### src/rtl/lspPkg.sv
package lspPkg;

	//////////////////////////////////////////////////////////////////////
	// Word and memory geometry
	//////////////////////////////////////////////////////////////////////

	localparam int wordWidth = 16;
	localparam int addrWidth = 11;
	localparam int memDepth = 2048;

	// Coefficient buffer, word i sits at bufBase + i
	localparam logic [addrWidth-1:0] bufBase = 11'h2A0;

	// Gap word follows the ten coefficients
	localparam logic [addrWidth-1:0] gapOffset = 11'd10;

	// First pass spaces words 0..4, pairs 1..4
	localparam int pairCount = 5;
	localparam int pairIdxWidth = $clog2(pairCount);

	// 16-bit saturation limits
	localparam logic signed [wordWidth-1:0] wordMax = 16'sh7FFF;
	localparam logic signed [wordWidth-1:0] wordMin = 16'sh8000;

	//////////////////////////////////////////////////////////////////////
	// Expansion FSM state codes
	//////////////////////////////////////////////////////////////////////

	localparam int stateWidth = 4;

	localparam logic [stateWidth-1:0] stIdle = 4'd0;
	localparam logic [stateWidth-1:0] stGapRd = 4'd1;
	localparam logic [stateWidth-1:0] stGapLatch = 4'd2;
	localparam logic [stateWidth-1:0] stRdPrev = 4'd3;
	localparam logic [stateWidth-1:0] stRdCur = 4'd4;
	localparam logic [stateWidth-1:0] stDataWait = 4'd5;
	localparam logic [stateWidth-1:0] stEval = 4'd6;
	localparam logic [stateWidth-1:0] stWrPrev = 4'd7;
	localparam logic [stateWidth-1:0] stWrCur = 4'd8;

endpackage

### src/rtl/pairAdjustIf.sv
`timescale 1ns/1ps

// One spacing decision between two neighbouring coefficients
interface pairAdjustIf;

	logic signed [lspPkg::wordWidth-1:0] prev;
	logic signed [lspPkg::wordWidth-1:0] cur;
	logic signed [lspPkg::wordWidth-1:0] gap;

	// Combinational results
	logic signed [lspPkg::wordWidth-1:0] newPrev;
	logic signed [lspPkg::wordWidth-1:0] newCur;
	logic adjust;

	modport engine
	(
		output prev, cur, gap,
		input newPrev, newCur, adjust
	);

	modport arith
	(
		input prev, cur, gap,
		output newPrev, newCur, adjust
	);

endinterface

### src/rtl/lspPairAdjust.sv
`timescale 1ns/1ps

module lspPairAdjust
(
	pairAdjustIf.arith pair
);

	// One guard bit above the word keeps the raw result before clipping
	logic signed [lspPkg::wordWidth:0] diffWide;
	logic signed [lspPkg::wordWidth:0] sumWide;
	logic signed [lspPkg::wordWidth:0] prevWide;
	logic signed [lspPkg::wordWidth:0] curWide;

	logic signed [lspPkg::wordWidth-1:0] diff;
	logic signed [lspPkg::wordWidth-1:0] sum;
	logic signed [lspPkg::wordWidth-1:0] half;

	// Clip a guarded result back into 16 bits
	function automatic logic signed [lspPkg::wordWidth-1:0] saturate
	(
		input logic signed [lspPkg::wordWidth:0] x
	);
		logic signed [lspPkg::wordWidth:0] hiLimit;
		logic signed [lspPkg::wordWidth:0] loLimit;
		hiLimit = lspPkg::wordMax;
		loLimit = lspPkg::wordMin;
		if (x > hiLimit)
			return lspPkg::wordMax;
		else if (x < loLimit)
			return lspPkg::wordMin;
		else
			return x[lspPkg::wordWidth-1:0];
	endfunction

	always_comb
	begin
		// half = (sat(prev - cur) + gap) >> 1, each step saturated
		diffWide = pair.prev - pair.cur;
		diff = saturate(diffWide);
		sumWide = diff + pair.gap;
		sum = saturate(sumWide);
		half = sum >>> 1;

		// Push the pair apart by half on each side
		prevWide = pair.prev - half;
		curWide = pair.cur + half;
		pair.newPrev = saturate(prevWide);
		pair.newCur = saturate(curWide);

		// Only a positive half means the pair is too close
		pair.adjust = half > 0;
	end

endmodule

### src/flat_wrapper.sv
// flat-port wrapper written by rule: the top's interface ports become plain ports
module lspPairAdjust_flat 
  (pair_prev, pair_cur, pair_gap, pair_newPrev, pair_newCur, pair_adjust);
  pairAdjustIf pair_i ();
  input wire logic [$bits(pair_i.prev)-1:0] pair_prev;
  input wire logic [$bits(pair_i.cur)-1:0] pair_cur;
  input wire logic [$bits(pair_i.gap)-1:0] pair_gap;
  output wire logic [$bits(pair_i.newPrev)-1:0] pair_newPrev;
  output wire logic [$bits(pair_i.newCur)-1:0] pair_newCur;
  output wire logic [$bits(pair_i.adjust)-1:0] pair_adjust;
  assign pair_i.prev = pair_prev;
  assign pair_i.cur = pair_cur;
  assign pair_i.gap = pair_gap;
  assign pair_newPrev = pair_i.newPrev;
  assign pair_newCur = pair_i.newCur;
  assign pair_adjust = pair_i.adjust;
  lspPairAdjust u_core (.pair(pair_i));
endmodule
### config.mk
export PLATFORM = sky130hd
export DESIGN_NAME = lspPairAdjust_flat
export DESIGN_NICKNAME = d
export VERILOG_FILES = /design/src/rtl/lspPkg.sv /design/src/rtl/pairAdjustIf.sv /design/src/rtl/lspPairAdjust.sv /design/src/flat_wrapper.sv
export SDC_FILE = /design/constraint.sdc
export NUM_CORES = 1
export LEC_CHECK = 0
export ABC_AREA = 1
export ABC_CLOCK_PERIOD_IN_PS = 5800
export BUFFER_PORTS_ARGS = -buffer_cell sky130_fd_sc_hd__buf_2
export CORE_MARGIN = 4
export CORE_UTILIZATION = 50
export DETAILED_ROUTE_END_ITERATION = 12
export PLACE_DENSITY = 0.8
export SLEW_MARGIN = 30
export SYNTH_ARGS = -nofsm -noshare
export SYNTH_HDL_FRONTEND = slang
export SYNTH_SLANG_ARGS = --single-unit
### constraint.sdc
create_clock -name vclk -period 5.8
set_input_delay 0.29 -clock vclk [all_inputs]
set_output_delay 0.29 -clock vclk [all_outputs]
set_load 0.05 [all_outputs]
==> metrics.cfg <==
[run_status]
status = finished with violations
violations = setup timing

[critical_path]
cp.required_ns = 5.51
path_class = in2out
crit_arrival_ns = 6.26
end_kind = output pin
crit_slowest_cell = ha_1
cp_slowest_stage_delay_ns = 0.40
cp-start-kind = input pin
crit_fanout = 8
cpMostUsedCell = nand2_4

[detailed_routing]
vias = 7201
ant_nets = 0
vias_per_cell = 6.55
drc_errors = 0
first_pass_iters = 11
first_iter_violations = 1170
wire_per_inst_um = 22.8
wl_mm = 25.0

[yosys]
ys_top_cells_by_count = nand2_1 (253), inv_1 (126), ha_1 (64), a21oi_1 (48), nor2_1 (41)
seq_area_frac_synth_pct = 0
yosys.area_share.adder_pct = 20.5
synthesis.area_um2 = 4290
syn_avg_cell_area_um2 = 5.81
synth_xor_area_share_pct = 9.19
synth_simple_gate_area_share_pct = 42.0
synthCells = 739
synth_top_family_by_area = simple AND/OR/NAND/NOR gates
yosysUniqueCellTypes = 37
synth_nets = 855
synth.mux.area_fraction_pct = 0
yosysTopAreaCell = nand2_1
yosysWarnings = 0
synth_area_leaders = nand2_1 (22%), ha_1 (19%), inv_1 (11%)
synth_top_area_share_pct = 22.1
synth.most_common_cell = nand2_1
synth_compound_area_share_pct = 15.4

[final_layout]
nNetsFinal = 1112
regArea_um2 = 0
antenna_cells = 0
drive_gt1_share_pct = 46.2
multi_input_area_um2 = 4580
fillers = 313
area_growth_pct = 69.4
clkbuf_count = 0
seq_cell_count = 0
postLayoutCoreUtil_pct = 87.6

[sta]
fmax_mhz = 153
finalWorstSetupSlack_ns = -0.752
timing.final.crit_period_ns = 6.55
drv_slew = 0
grt_setup_unrepaired = true
whs_ns = 1.16
finalHoldViolCount = 0
setup_tns_ns = -19.58
worst_pin_slew_ns = 0.426
max-slew-margin-rel_pct = 71.4
period_share_pct = 113
setup_viol = 32

[hold_path]
min_path_type = in2out
hp-start = pair_cur[0]
holdPathEnd = pair_newCur[0]
whs_path_depth = 6

[floorplanning]
io-pin-count = 81
design.core.area_um2 = 8300
die_h_um = 101
rows = 33
initial_utilization_pct = 51.7
die_w_um = 101
die_area_um2 = 10100

[global_route]
antenna_found_initial = 0
grt_use_total_pct = 29.3
grt_pass1_wl_mm = 24.8
grt_overflow = 0
grt_pass1_vias = 5550
grt_max_degree = 12

[placement]
dp_hpwl_mm = 11.7
portBuffers = 81
gp_congestion = 1.00
dp_slack_ns = -0.320

[flow_run]
cap_violations = 0

per-layer routing:
layer	share of wire (%)	up-vias	global-route usage (%)
li1	-	2869	-
met3	15	345	1.94
met5	0.22	-	0
met4	11	2	9.02
met1	32	3131	37.3
met2	43	854	52.4
kinds of logic after synthesis:
family	count (synthesis)
simple gates	391
buf+inv	136
xor+xnor	45
compound gates	99
fa+ha+maj	68
worst max-delay path, delay by kind of cell:
kind | cells | cell delay (ns)
adders and majority gates | 3 | 1.08
and+or+nand+nor | 29 | 3.59
buffers and inverters | 7 | 0.86
AOI/OAI and AO/OA | 2 | 0.41
how the worst max path moves through the flow:
stage	cells past startpoint	from	endpoint
6_report	41	pair_cur[12]	pair_newCur[8]
5_1_grt	40	pair_cur[12]	pair_newCur[8]
4_1_cts	43	pair_cur[2]	pair_newPrev[7]
3_5_place_dp	42	pair_cur[2]	pair_newPrev[4]
3_3_place_gp	44	pair_cur[0]	pair_newCur[4]
2_1_floorplan	43	pair_cur[2]	pair_newCur[10]
area by class of cell:
| class | count | area share [%] |
|---|---|---|
| multi-input cells | 608 | 63.0 |
| well taps | 105 | 1.81 |
| inverters | 128 | 6.65 |
| repair buffers | 258 | 28.5 |
timing repair:
| item | 4_1_cts | 5_1_grt |
|---|---|---|
| pin swaps | 15 | 66 |
| setup buffers | 4 | 19 |
| hold buffers | 0 | 0 |
| endpoints found under the setup margin | 31 | 32 |
| resized for setup | 76 | 171 |
| cloned | 5 | 1 |
cells in the final DEF (no fill, tap or decap), drive strengths merged:
master,Yosys,final
a21oi,54,54
o211a,2,2
o21bai,10,10
a211oi,5,5
a31oi,3,3
buf,8,257
nor3,11,11
and3,1,1
or2,1,1
fa,4,4
and2,2,2
xor2,36,36
nand2,298,301
ha,64,64
nand4,10,12
xnor2,9,9
o21ai,21,21
nor2,41,41
a221oi,2,2
inv,128,128
nand3,27,27
clkbuf,0,1
o221a,2,2
per-stage QoR:
| step | area, um2 | std cells |
|---|---|---|
| finish | 7270 | 1099 |
| detailed placement | 6010 | 1070 |
| global route | 7270 | 1099 |
| floorplan | 4370 | 739 |
| global placement | 6010 | 1070 |
| CTS | 6370 | 1079 |
Power is not shown: default switching activity piles up to over one toggle a cycle in this logic, so the estimate is an artifact.
