$ cat src/rtl/lspPkg.sv
package lspPkg;

	//////////////////////////////////////////////////////////////////////
	// Word and memory geometry
	//////////////////////////////////////////////////////////////////////

	localparam int wordWidth = 16;
	localparam int addrWidth = 11;
	localparam int memDepth = 2048;

	// Coefficient buffer, word i sits at bufBase + i
	localparam logic [addrWidth-1:0] bufBase = 11'h2A0;

	// Gap word follows the ten coefficients
	localparam logic [addrWidth-1:0] gapOffset = 11'd10;

	// First pass spaces words 0..4, pairs 1..4
	localparam int pairCount = 5;
	localparam int pairIdxWidth = $clog2(pairCount);

	// 16-bit saturation limits
	localparam logic signed [wordWidth-1:0] wordMax = 16'sh7FFF;
	localparam logic signed [wordWidth-1:0] wordMin = 16'sh8000;

	//////////////////////////////////////////////////////////////////////
	// Expansion FSM state codes
	//////////////////////////////////////////////////////////////////////

	localparam int stateWidth = 4;

	localparam logic [stateWidth-1:0] stIdle = 4'd0;
	localparam logic [stateWidth-1:0] stGapRd = 4'd1;
	localparam logic [stateWidth-1:0] stGapLatch = 4'd2;
	localparam logic [stateWidth-1:0] stRdPrev = 4'd3;
	localparam logic [stateWidth-1:0] stRdCur = 4'd4;
	localparam logic [stateWidth-1:0] stDataWait = 4'd5;
	localparam logic [stateWidth-1:0] stEval = 4'd6;
	localparam logic [stateWidth-1:0] stWrPrev = 4'd7;
	localparam logic [stateWidth-1:0] stWrCur = 4'd8;

endpackage

$ cat src/rtl/pairAdjustIf.sv
`timescale 1ns/1ps

// One spacing decision between two neighbouring coefficients
interface pairAdjustIf;

	logic signed [lspPkg::wordWidth-1:0] prev;
	logic signed [lspPkg::wordWidth-1:0] cur;
	logic signed [lspPkg::wordWidth-1:0] gap;

	// Combinational results
	logic signed [lspPkg::wordWidth-1:0] newPrev;
	logic signed [lspPkg::wordWidth-1:0] newCur;
	logic adjust;

	modport engine
	(
		output prev, cur, gap,
		input newPrev, newCur, adjust
	);

	modport arith
	(
		input prev, cur, gap,
		output newPrev, newCur, adjust
	);

endinterface

$ cat src/rtl/scratchMemIf.sv
`timescale 1ns/1ps

// Engine side of the scratch memory
interface scratchMemIf;

	logic [lspPkg::addrWidth-1:0] readAddr;
	// Valid one cycle after readAddr
	logic [lspPkg::wordWidth-1:0] readData;
	logic [lspPkg::addrWidth-1:0] writeAddr;
	logic [lspPkg::wordWidth-1:0] writeData;
	logic writeEn;
	// Hands both memory ports to the engine
	logic busy;

	modport engine
	(
		output readAddr, writeAddr, writeData, writeEn, busy,
		input readData
	);

	modport memory
	(
		input readAddr, writeAddr, writeData, writeEn, busy,
		output readData
	);

endinterface

$ cat src/rtl/lspExpandCtrl.sv
`timescale 1ns/1ps

module lspExpandCtrl
(
	input logic clk,
	input logic rst,
	input logic start,
	output logic busy,
	output logic done,
	scratchMemIf.engine mem,
	pairAdjustIf.engine pair
);

	logic [lspPkg::stateWidth-1:0] state;
	logic [lspPkg::stateWidth-1:0] nextState;

	// Index of the current word, the previous one sits just below it
	logic [lspPkg::pairIdxWidth-1:0] pairIdx;
	logic lastPair;
	logic pairFinished;
	logic passEnd;

	logic [lspPkg::addrWidth-1:0] idxOffset;
	logic [lspPkg::addrWidth-1:0] curAddr;
	logic [lspPkg::addrWidth-1:0] prevAddr;
	logic [lspPkg::addrWidth-1:0] gapAddr;

	logic signed [lspPkg::wordWidth-1:0] gapReg;
	logic signed [lspPkg::wordWidth-1:0] prevReg;
	logic signed [lspPkg::wordWidth-1:0] curReg;

	//////////////////////////////////////////////////////////////////////
	// Buffer addressing
	//////////////////////////////////////////////////////////////////////

	assign idxOffset = {{(lspPkg::addrWidth - lspPkg::pairIdxWidth){1'b0}}, pairIdx};
	assign curAddr = lspPkg::bufBase + idxOffset;
	assign prevAddr = curAddr - 1'b1;
	assign gapAddr = lspPkg::bufBase + lspPkg::gapOffset;

	assign lastPair = int'(pairIdx) == lspPkg::pairCount - 1;

	// A pair ends after evaluation, or after its second write
	assign pairFinished = (state == lspPkg::stEval && !pair.adjust) ||
		(state == lspPkg::stWrCur);
	assign passEnd = pairFinished && lastPair;

	//////////////////////////////////////////////////////////////////////
	// Sequencing
	//////////////////////////////////////////////////////////////////////

	always_comb
	begin
		nextState = state;
		case (state)
			lspPkg::stIdle:
				if (start && !busy)
					nextState = lspPkg::stGapRd;
			lspPkg::stGapRd:
				nextState = lspPkg::stGapLatch;
			lspPkg::stGapLatch:
				nextState = lspPkg::stRdPrev;
			lspPkg::stRdPrev:
				nextState = lspPkg::stRdCur;
			lspPkg::stRdCur:
				nextState = lspPkg::stDataWait;
			lspPkg::stDataWait:
				nextState = lspPkg::stEval;
			lspPkg::stEval:
				if (pair.adjust)
					nextState = lspPkg::stWrPrev;
			lspPkg::stWrPrev:
				nextState = lspPkg::stWrCur;
			default:
				nextState = state;
		endcase

		// Either move to the next pair or close the pass
		if (pairFinished)
			nextState = lastPair ? lspPkg::stIdle : lspPkg::stRdPrev;
	end

	always_ff @(posedge clk)
	begin
		if (rst)
		begin
			state <= lspPkg::stIdle;
			busy <= 1'b0;
			done <= 1'b0;
			pairIdx <= 1'b1;
		end
		else
		begin
			state <= nextState;
			done <= passEnd;
			if (state == lspPkg::stIdle && start && !busy)
			begin
				busy <= 1'b1;
				pairIdx <= 1'b1;
			end
			else if (passEnd)
			begin
				busy <= 1'b0;
			end
			else if (pairFinished)
			begin
				pairIdx <= pairIdx + 1'b1;
			end
		end
	end

	// Read data lands one cycle after its address was issued
	always_ff @(posedge clk)
	begin
		if (state == lspPkg::stGapLatch)
			gapReg <= mem.readData;
		if (state == lspPkg::stRdCur)
			prevReg <= mem.readData;
		if (state == lspPkg::stDataWait)
			curReg <= mem.readData;
	end

	//////////////////////////////////////////////////////////////////////
	// Memory and arithmetic drive
	//////////////////////////////////////////////////////////////////////

	always_comb
	begin
		case (state)
			lspPkg::stGapRd:
				mem.readAddr = gapAddr;
			lspPkg::stRdCur:
				mem.readAddr = curAddr;
			default:
				mem.readAddr = prevAddr;
		endcase
	end

	// Registers hold still through the writes, so results stay valid
	assign mem.writeEn = (state == lspPkg::stWrPrev) || (state == lspPkg::stWrCur);
	assign mem.writeAddr = (state == lspPkg::stWrPrev) ? prevAddr : curAddr;
	assign mem.writeData = (state == lspPkg::stWrPrev) ? pair.newPrev : pair.newCur;
	assign mem.busy = busy;

	assign pair.prev = prevReg;
	assign pair.cur = curReg;
	assign pair.gap = gapReg;

endmodule

$ cat src/flat_wrapper.sv
// flat-port wrapper written by rule: the top's interface ports become plain ports
module lspExpandCtrl_flat 
  (clk, rst, start, busy, done, mem_readAddr, mem_writeAddr, mem_writeData, mem_writeEn, mem_busy, mem_readData, pair_prev, pair_cur, pair_gap, pair_newPrev, pair_newCur, pair_adjust);
  scratchMemIf mem_i ();
  pairAdjustIf pair_i ();
  input logic clk;
  input logic rst;
  input logic start;
  output logic busy;
  output logic done;
  output wire logic [$bits(mem_i.readAddr)-1:0] mem_readAddr;
  output wire logic [$bits(mem_i.writeAddr)-1:0] mem_writeAddr;
  output wire logic [$bits(mem_i.writeData)-1:0] mem_writeData;
  output wire logic [$bits(mem_i.writeEn)-1:0] mem_writeEn;
  output wire logic [$bits(mem_i.busy)-1:0] mem_busy;
  input wire logic [$bits(mem_i.readData)-1:0] mem_readData;
  output wire logic [$bits(pair_i.prev)-1:0] pair_prev;
  output wire logic [$bits(pair_i.cur)-1:0] pair_cur;
  output wire logic [$bits(pair_i.gap)-1:0] pair_gap;
  input wire logic [$bits(pair_i.newPrev)-1:0] pair_newPrev;
  input wire logic [$bits(pair_i.newCur)-1:0] pair_newCur;
  input wire logic [$bits(pair_i.adjust)-1:0] pair_adjust;
  assign mem_readAddr = mem_i.readAddr;
  assign mem_writeAddr = mem_i.writeAddr;
  assign mem_writeData = mem_i.writeData;
  assign mem_writeEn = mem_i.writeEn;
  assign mem_busy = mem_i.busy;
  assign mem_i.readData = mem_readData;
  assign pair_prev = pair_i.prev;
  assign pair_cur = pair_i.cur;
  assign pair_gap = pair_i.gap;
  assign pair_i.newPrev = pair_newPrev;
  assign pair_i.newCur = pair_newCur;
  assign pair_i.adjust = pair_adjust;
  lspExpandCtrl u_core (.clk(clk), .rst(rst), .start(start), .busy(busy), .done(done), .mem(mem_i), .pair(pair_i));
endmodule
$ cat config.mk
export PLATFORM = sky130hd
export DESIGN_NAME = lspExpandCtrl_flat
export DESIGN_NICKNAME = d
export VERILOG_FILES = /design/src/rtl/lspPkg.sv /design/src/rtl/pairAdjustIf.sv /design/src/rtl/scratchMemIf.sv /design/src/rtl/lspExpandCtrl.sv /design/src/flat_wrapper.sv
export SDC_FILE = /design/constraint.sdc
export NUM_CORES = 1
export LEC_CHECK = 0
export BUFFER_PORTS_ARGS = -buffer_cell sky130_fd_sc_hd__buf_2
export CAP_MARGIN = 20
export CORE_MARGIN = 2
export CORE_UTILIZATION = 44
export CTS_CLUSTER_DIAMETER = 40
export DETAILED_ROUTE_END_ITERATION = 10
export PLACE_DENSITY_LB_ADDON = 0.25
export SYNTH_ARGS = -nofsm -noshare
export SYNTH_HDL_FRONTEND = slang
export SYNTH_SLANG_ARGS = --single-unit
$ cat constraint.sdc
create_clock -name clk -period 3.1 [get_ports clk]
set_clock_uncertainty 0.05 [all_clocks]
set_input_delay 0.155 -clock clk [delete_from_list [all_inputs] [get_ports clk]]
set_output_delay 0.155 -clock clk [all_outputs]
set_load 0.05 [all_outputs]
==> flow_metrics.env <==
export IMPL_outcome="completed"
export IMPL_die_area_um2=6190
export IMPL_grt_start_max_net_pins=22
export IMPL_critical_path_n_buffers_inverters=1
export IMPL_max_freq_mhz=394
export IMPL_worst_slew_pin_slew_ns=0.707
export IMPL_min_to="u_core.done"
export IMPL_tritoncts="done"
export IMPL_share_of_synthesized_area_occupied_by_flip_flops_and_latches_pct=66.1
export IMPL_dp_cells=402
export IMPL_vdd_ir_drop_worst_uv=327
export IMPL_power_per_cell_area_nw_per_um2=593
export IMPL_layout_nets=413
export IMPL_cts_buffers_inserted=9
export IMPL_postCtsResizedCells=0
export IMPL_netlist_instances=208
export IMPL_finalWeightedCongestion=0.747
export IMPL_clkTransAtPathRegs_ns=0.06
export IMPL_drc=0
export IMPL_timing_critical_path_from_type="flop"
export IMPL_yosys_warnings=0
export IMPL_synth_ff_latch_count=57
export IMPL_rsz_0062_raised_after_global_routing="no"
export IMPL_arrival_time_at_the_worst_endpoint_ns=2.34
export IMPL_first_global_vias=1875
export IMPL_critical_path_endpoint_type="output port"
export IMPL_layer_carrying_the_most_global_route_usage="met2"
export IMPL_timing_final_hold_violations=0
export IMPL_grt_antenna_before_repair=0
export IMPL_asyncSetResetFlopFracSynth_pct=0
export IMPL_die_w_um=78.7
export IMPL_r2r_cells=3
export IMPL_final_layout_size_suffix_gt1_share_pct=42.8
export IMPL_netlist_cell_type_count=36
export IMPL_critical_path_peak_fanout=21
export IMPL_worst_hold_path_num_cells=2
export IMPL_synthTopCellsByArea="sky130_fd_sc_hd__edfxtp_1 (59%), sky130_fd_sc_hd__nand2_1 (8.7%), sky130_fd_sc_hd__dfxtp_1 (7.3%), sky130_fd_sc_hd__buf_4 (3.7%), sky130_fd_sc_hd__ha_1 (2.0%)"
export IMPL_layoutNonFillerInstCount=434
export IMPL_hpwl_detailed_um=4000
export IMPL_post_drt_wl_per_cell_um=13.1
export IMPL_slew_violations=0
export IMPL_slowest_stage_cell_cp="sky130_fd_sc_hd__dfxtp_1"
export IMPL_min_period_over_period_pct=81.9
export IMPL_flow_area_growth_from_synthesis_pct=42.6
export IMPL_synth_top_area_share_pct=58.7
export IMPL_globalRouteMet3Util_pct=4.66
export IMPL_timing_hold_worst_start="rst"
export IMPL_globalRouteTotalUtil_pct=18.2
export IMPL_hold_path_class="in -> reg"
export IMPL_route_antenna_remaining_nets=0
export IMPL_preCtsSetupSlack_ns=0.905
export IMPL_drt_first_iter_violations=70
export IMPL_number_of_max_cap_violations=0
export IMPL_period_needed_ns=2.54
export IMPL_initial_core_util_pct=45.1
export IMPL_rows=27
export IMPL_final_setup_worst_slack_ns=0.560
export IMPL_cts_root_buf="sky130_fd_sc_hd__clkbuf_8"
export IMPL_fin_tns_setup_ns=0
export IMPL_detailroute_via_count=1980
export IMPL_num_antenna_cells=0
export IMPL_fill_cells=450
export IMPL_synth_enable_flop_cells=48
export IMPL_detail_route_wirelength_um=5680
export IMPL_clock_insertion_delay_worst_skew_ns=0.32
export IMPL_worst_r2r_setup_slack_ns=1.02
export IMPL_postSynth_topFlopCell="sky130_fd_sc_hd__edfxtp_1"
export IMPL_port_buffers=131
export IMPL_timing_critical_path_max_delay_family="flip-flops"
export IMPL_critical_path_cell_chain="nand3_1 -> o21ai_0 -> buf_2"
export IMPL_reg2reg_from="u_core.state[2]"
export IMPL_gr_usage_met2_pct=32.1
export IMPL_chipHeight_um=78.7
export IMPL_critical_path_required_ns=2.89
export IMPL_grt_pass1_wl_um=8640
export IMPL_floorplan_io_pins=142
export IMPL_drt_vias_per_instance=4.56
export IMPL_htreeDepth=3
export IMPL_grt_overflow_total=0
export IMPL_drtPass1Iterations=4
export IMPL_p_leak_uw=0.00160
export IMPL_numClockSinks=57
export IMPL_ctsLongestPathBuffers=2
export IMPL_max_stage_delay_ns=0.70
export IMPL_yosysTopAreaCell="sky130_fd_sc_hd__edfxtp_1"
export IMPL_worst_slew_margin_rel_pct=52.7
export IMPL_setup_violations_final=0
export IMPL_timing_setup_critical_path_class="reg -> out"
export IMPL_reg2reg_to="u_core.pair.cur[3]"
export IMPL_synth_area_per_cell_um2=11.8
export IMPL_fp_coreArea_um2=5440
export IMPL_groute_layer_met1_usage_pct=21.3
export IMPL_syn_area_um2=2450
[kinds of logic (layout without fill, tap and decap cells)]
logic type      after synthesis  in the layout  synth area share, %
simple gates                 87             87                 16.6
flops                        57             57                 66.1
buf+inv                      29            175                 6.57
compound gates               23             23                 6.07
fa+ha+maj                     4              4                 2.04
xor+xnor                      3              3                 1.07
mux                           3              3                 1.27
other cells                   2             10                0.306
[state kept, by name, indices dropped and copies added, names as in the netlist]
register and flops:
u_core.pair.prev 16, u_core.state 4, u_core.pairIdx 3, u_core.pair.cur 16, u_core.done 1, u_core.pair.gap 16, u_core.busy 1
[worst reg2reg max path, stage by stage (launching register included)]
cell                      delay, ns
sky130_fd_sc_hd__dfxtp_1       0.70
sky130_fd_sc_hd__nand2_1       0.28
sky130_fd_sc_hd__nor2_1        0.43
sky130_fd_sc_hd__buf_4         0.30
[power by group]
group / internal [uW] / switching [uW]
Clock: 448 / 265
Sequential: 883 / 35.7
Combinational: 113 / 331
Total: 1440 / 632
[placed cells by master, fill, tap and decap left out, types with 5 or more instances in the layout]
master,n
sky130_fd_sc_hd__edfxtp_1,48
sky130_fd_sc_hd__dlygate4sd3_1,16
sky130_fd_sc_hd__o21ai_0,7
sky130_fd_sc_hd__dfxtp_1,9
sky130_fd_sc_hd__buf_2,131
sky130_fd_sc_hd__nor2_1,6
sky130_fd_sc_hd__conb_1,10
sky130_fd_sc_hd__nor2b_1,5
sky130_fd_sc_hd__nand2_1,57
sky130_fd_sc_hd__inv_1,9
sky130_fd_sc_hd__clkbuf_8,9
[cell type report]
type | instances | area [um^2] | share of cell area [%]
Sequential cell | 57 | 1620 | 46.3
Timing Repair Buffer | 150 | 838 | 23.9
Multi-Input combinational cell | 130 | 707 | 20.2
Clock buffer | 10 | 128 | 3.65
Tap cell | 72 | 90.1 | 2.57
Clock inverter | 6 | 82.6 | 2.36
Inverter | 9 | 33.8 | 0.965
[worst max path at each step]
stage / start / endpoint / slack (ns) / depth (start not counted)
floorplan: u_core.pairIdx[0] / mem_writeAddr[2] / 0.79 / 4
global route: u_core.state[2] / mem_writeAddr[1] / 0.31 / 3
global placement: u_core.state[2] / mem_writeAddr[1] / 0.97 / 3
detailed placement: u_core.state[2] / mem_writeAddr[2] / 0.91 / 3
CTS: u_core.state[2] / mem_writeAddr[1] / 0.54 / 3
finish: u_core.state[2] / mem_writeAddr[2] / 0.56 / 3
[repair_timing]
| item | CTS | global route |
|---|---|---|
| hold buffers | 16 | 0 |
| buffers inserted | 0 | 0 |
| hold endpoints to repair | 47 | 0 |
[per-layer routing]
| layer | wire length [um] | up-vias | share of wire [%] |
|---|---|---|---|
| met5 | 0 | - | 0 |
| met4 | 42 | 0 | 0.74 |
| met3 | 320 | 7 | 5.6 |
| met2 | 2990 | 81 | 53 |
| met1 | 2330 | 896 | 41 |
| li1 | - | 996 | - |
[Yosys cell counts, types with 2 or more instances]
cell / number
sky130_fd_sc_hd__a211oi_1: 3
sky130_fd_sc_hd__a21oi_1: 4
sky130_fd_sc_hd__and2_1: 2
sky130_fd_sc_hd__and3_1: 2
sky130_fd_sc_hd__buf_2: 6
sky130_fd_sc_hd__buf_4: 12
sky130_fd_sc_hd__conb_1: 2
sky130_fd_sc_hd__dfxtp_1: 9
sky130_fd_sc_hd__edfxtp_1: 48
sky130_fd_sc_hd__ha_1: 4
sky130_fd_sc_hd__inv_1: 9
sky130_fd_sc_hd__mux2i_1: 2
sky130_fd_sc_hd__nand2_1: 57
sky130_fd_sc_hd__nand2b_1: 2
sky130_fd_sc_hd__nor2_1: 6
sky130_fd_sc_hd__nor2b_1: 5
sky130_fd_sc_hd__nor3_1: 4
sky130_fd_sc_hd__nor3b_2: 2
sky130_fd_sc_hd__o21ai_0: 7
sky130_fd_sc_hd__o22ai_1: 4
sky130_fd_sc_hd__or3_1: 2
sky130_fd_sc_hd__xnor2_1: 2
[stage by stage]
stage	hold slack, ns	area (um^2)	total power [uW]	util, %
2_1_floorplan	0.204	2480	1260	-
3_3_place_gp	0.309	3130	1360	57.6
3_5_place_dp	0.312	3130	1360	57.6
4_1_cts	0.0819	3500	2100	64.4
5_1_grt	0.0969	3500	2160	64.4
6_report	0.0850	3500	2080	64.4
No activity file was read; power rests on OpenSTA's default activity.
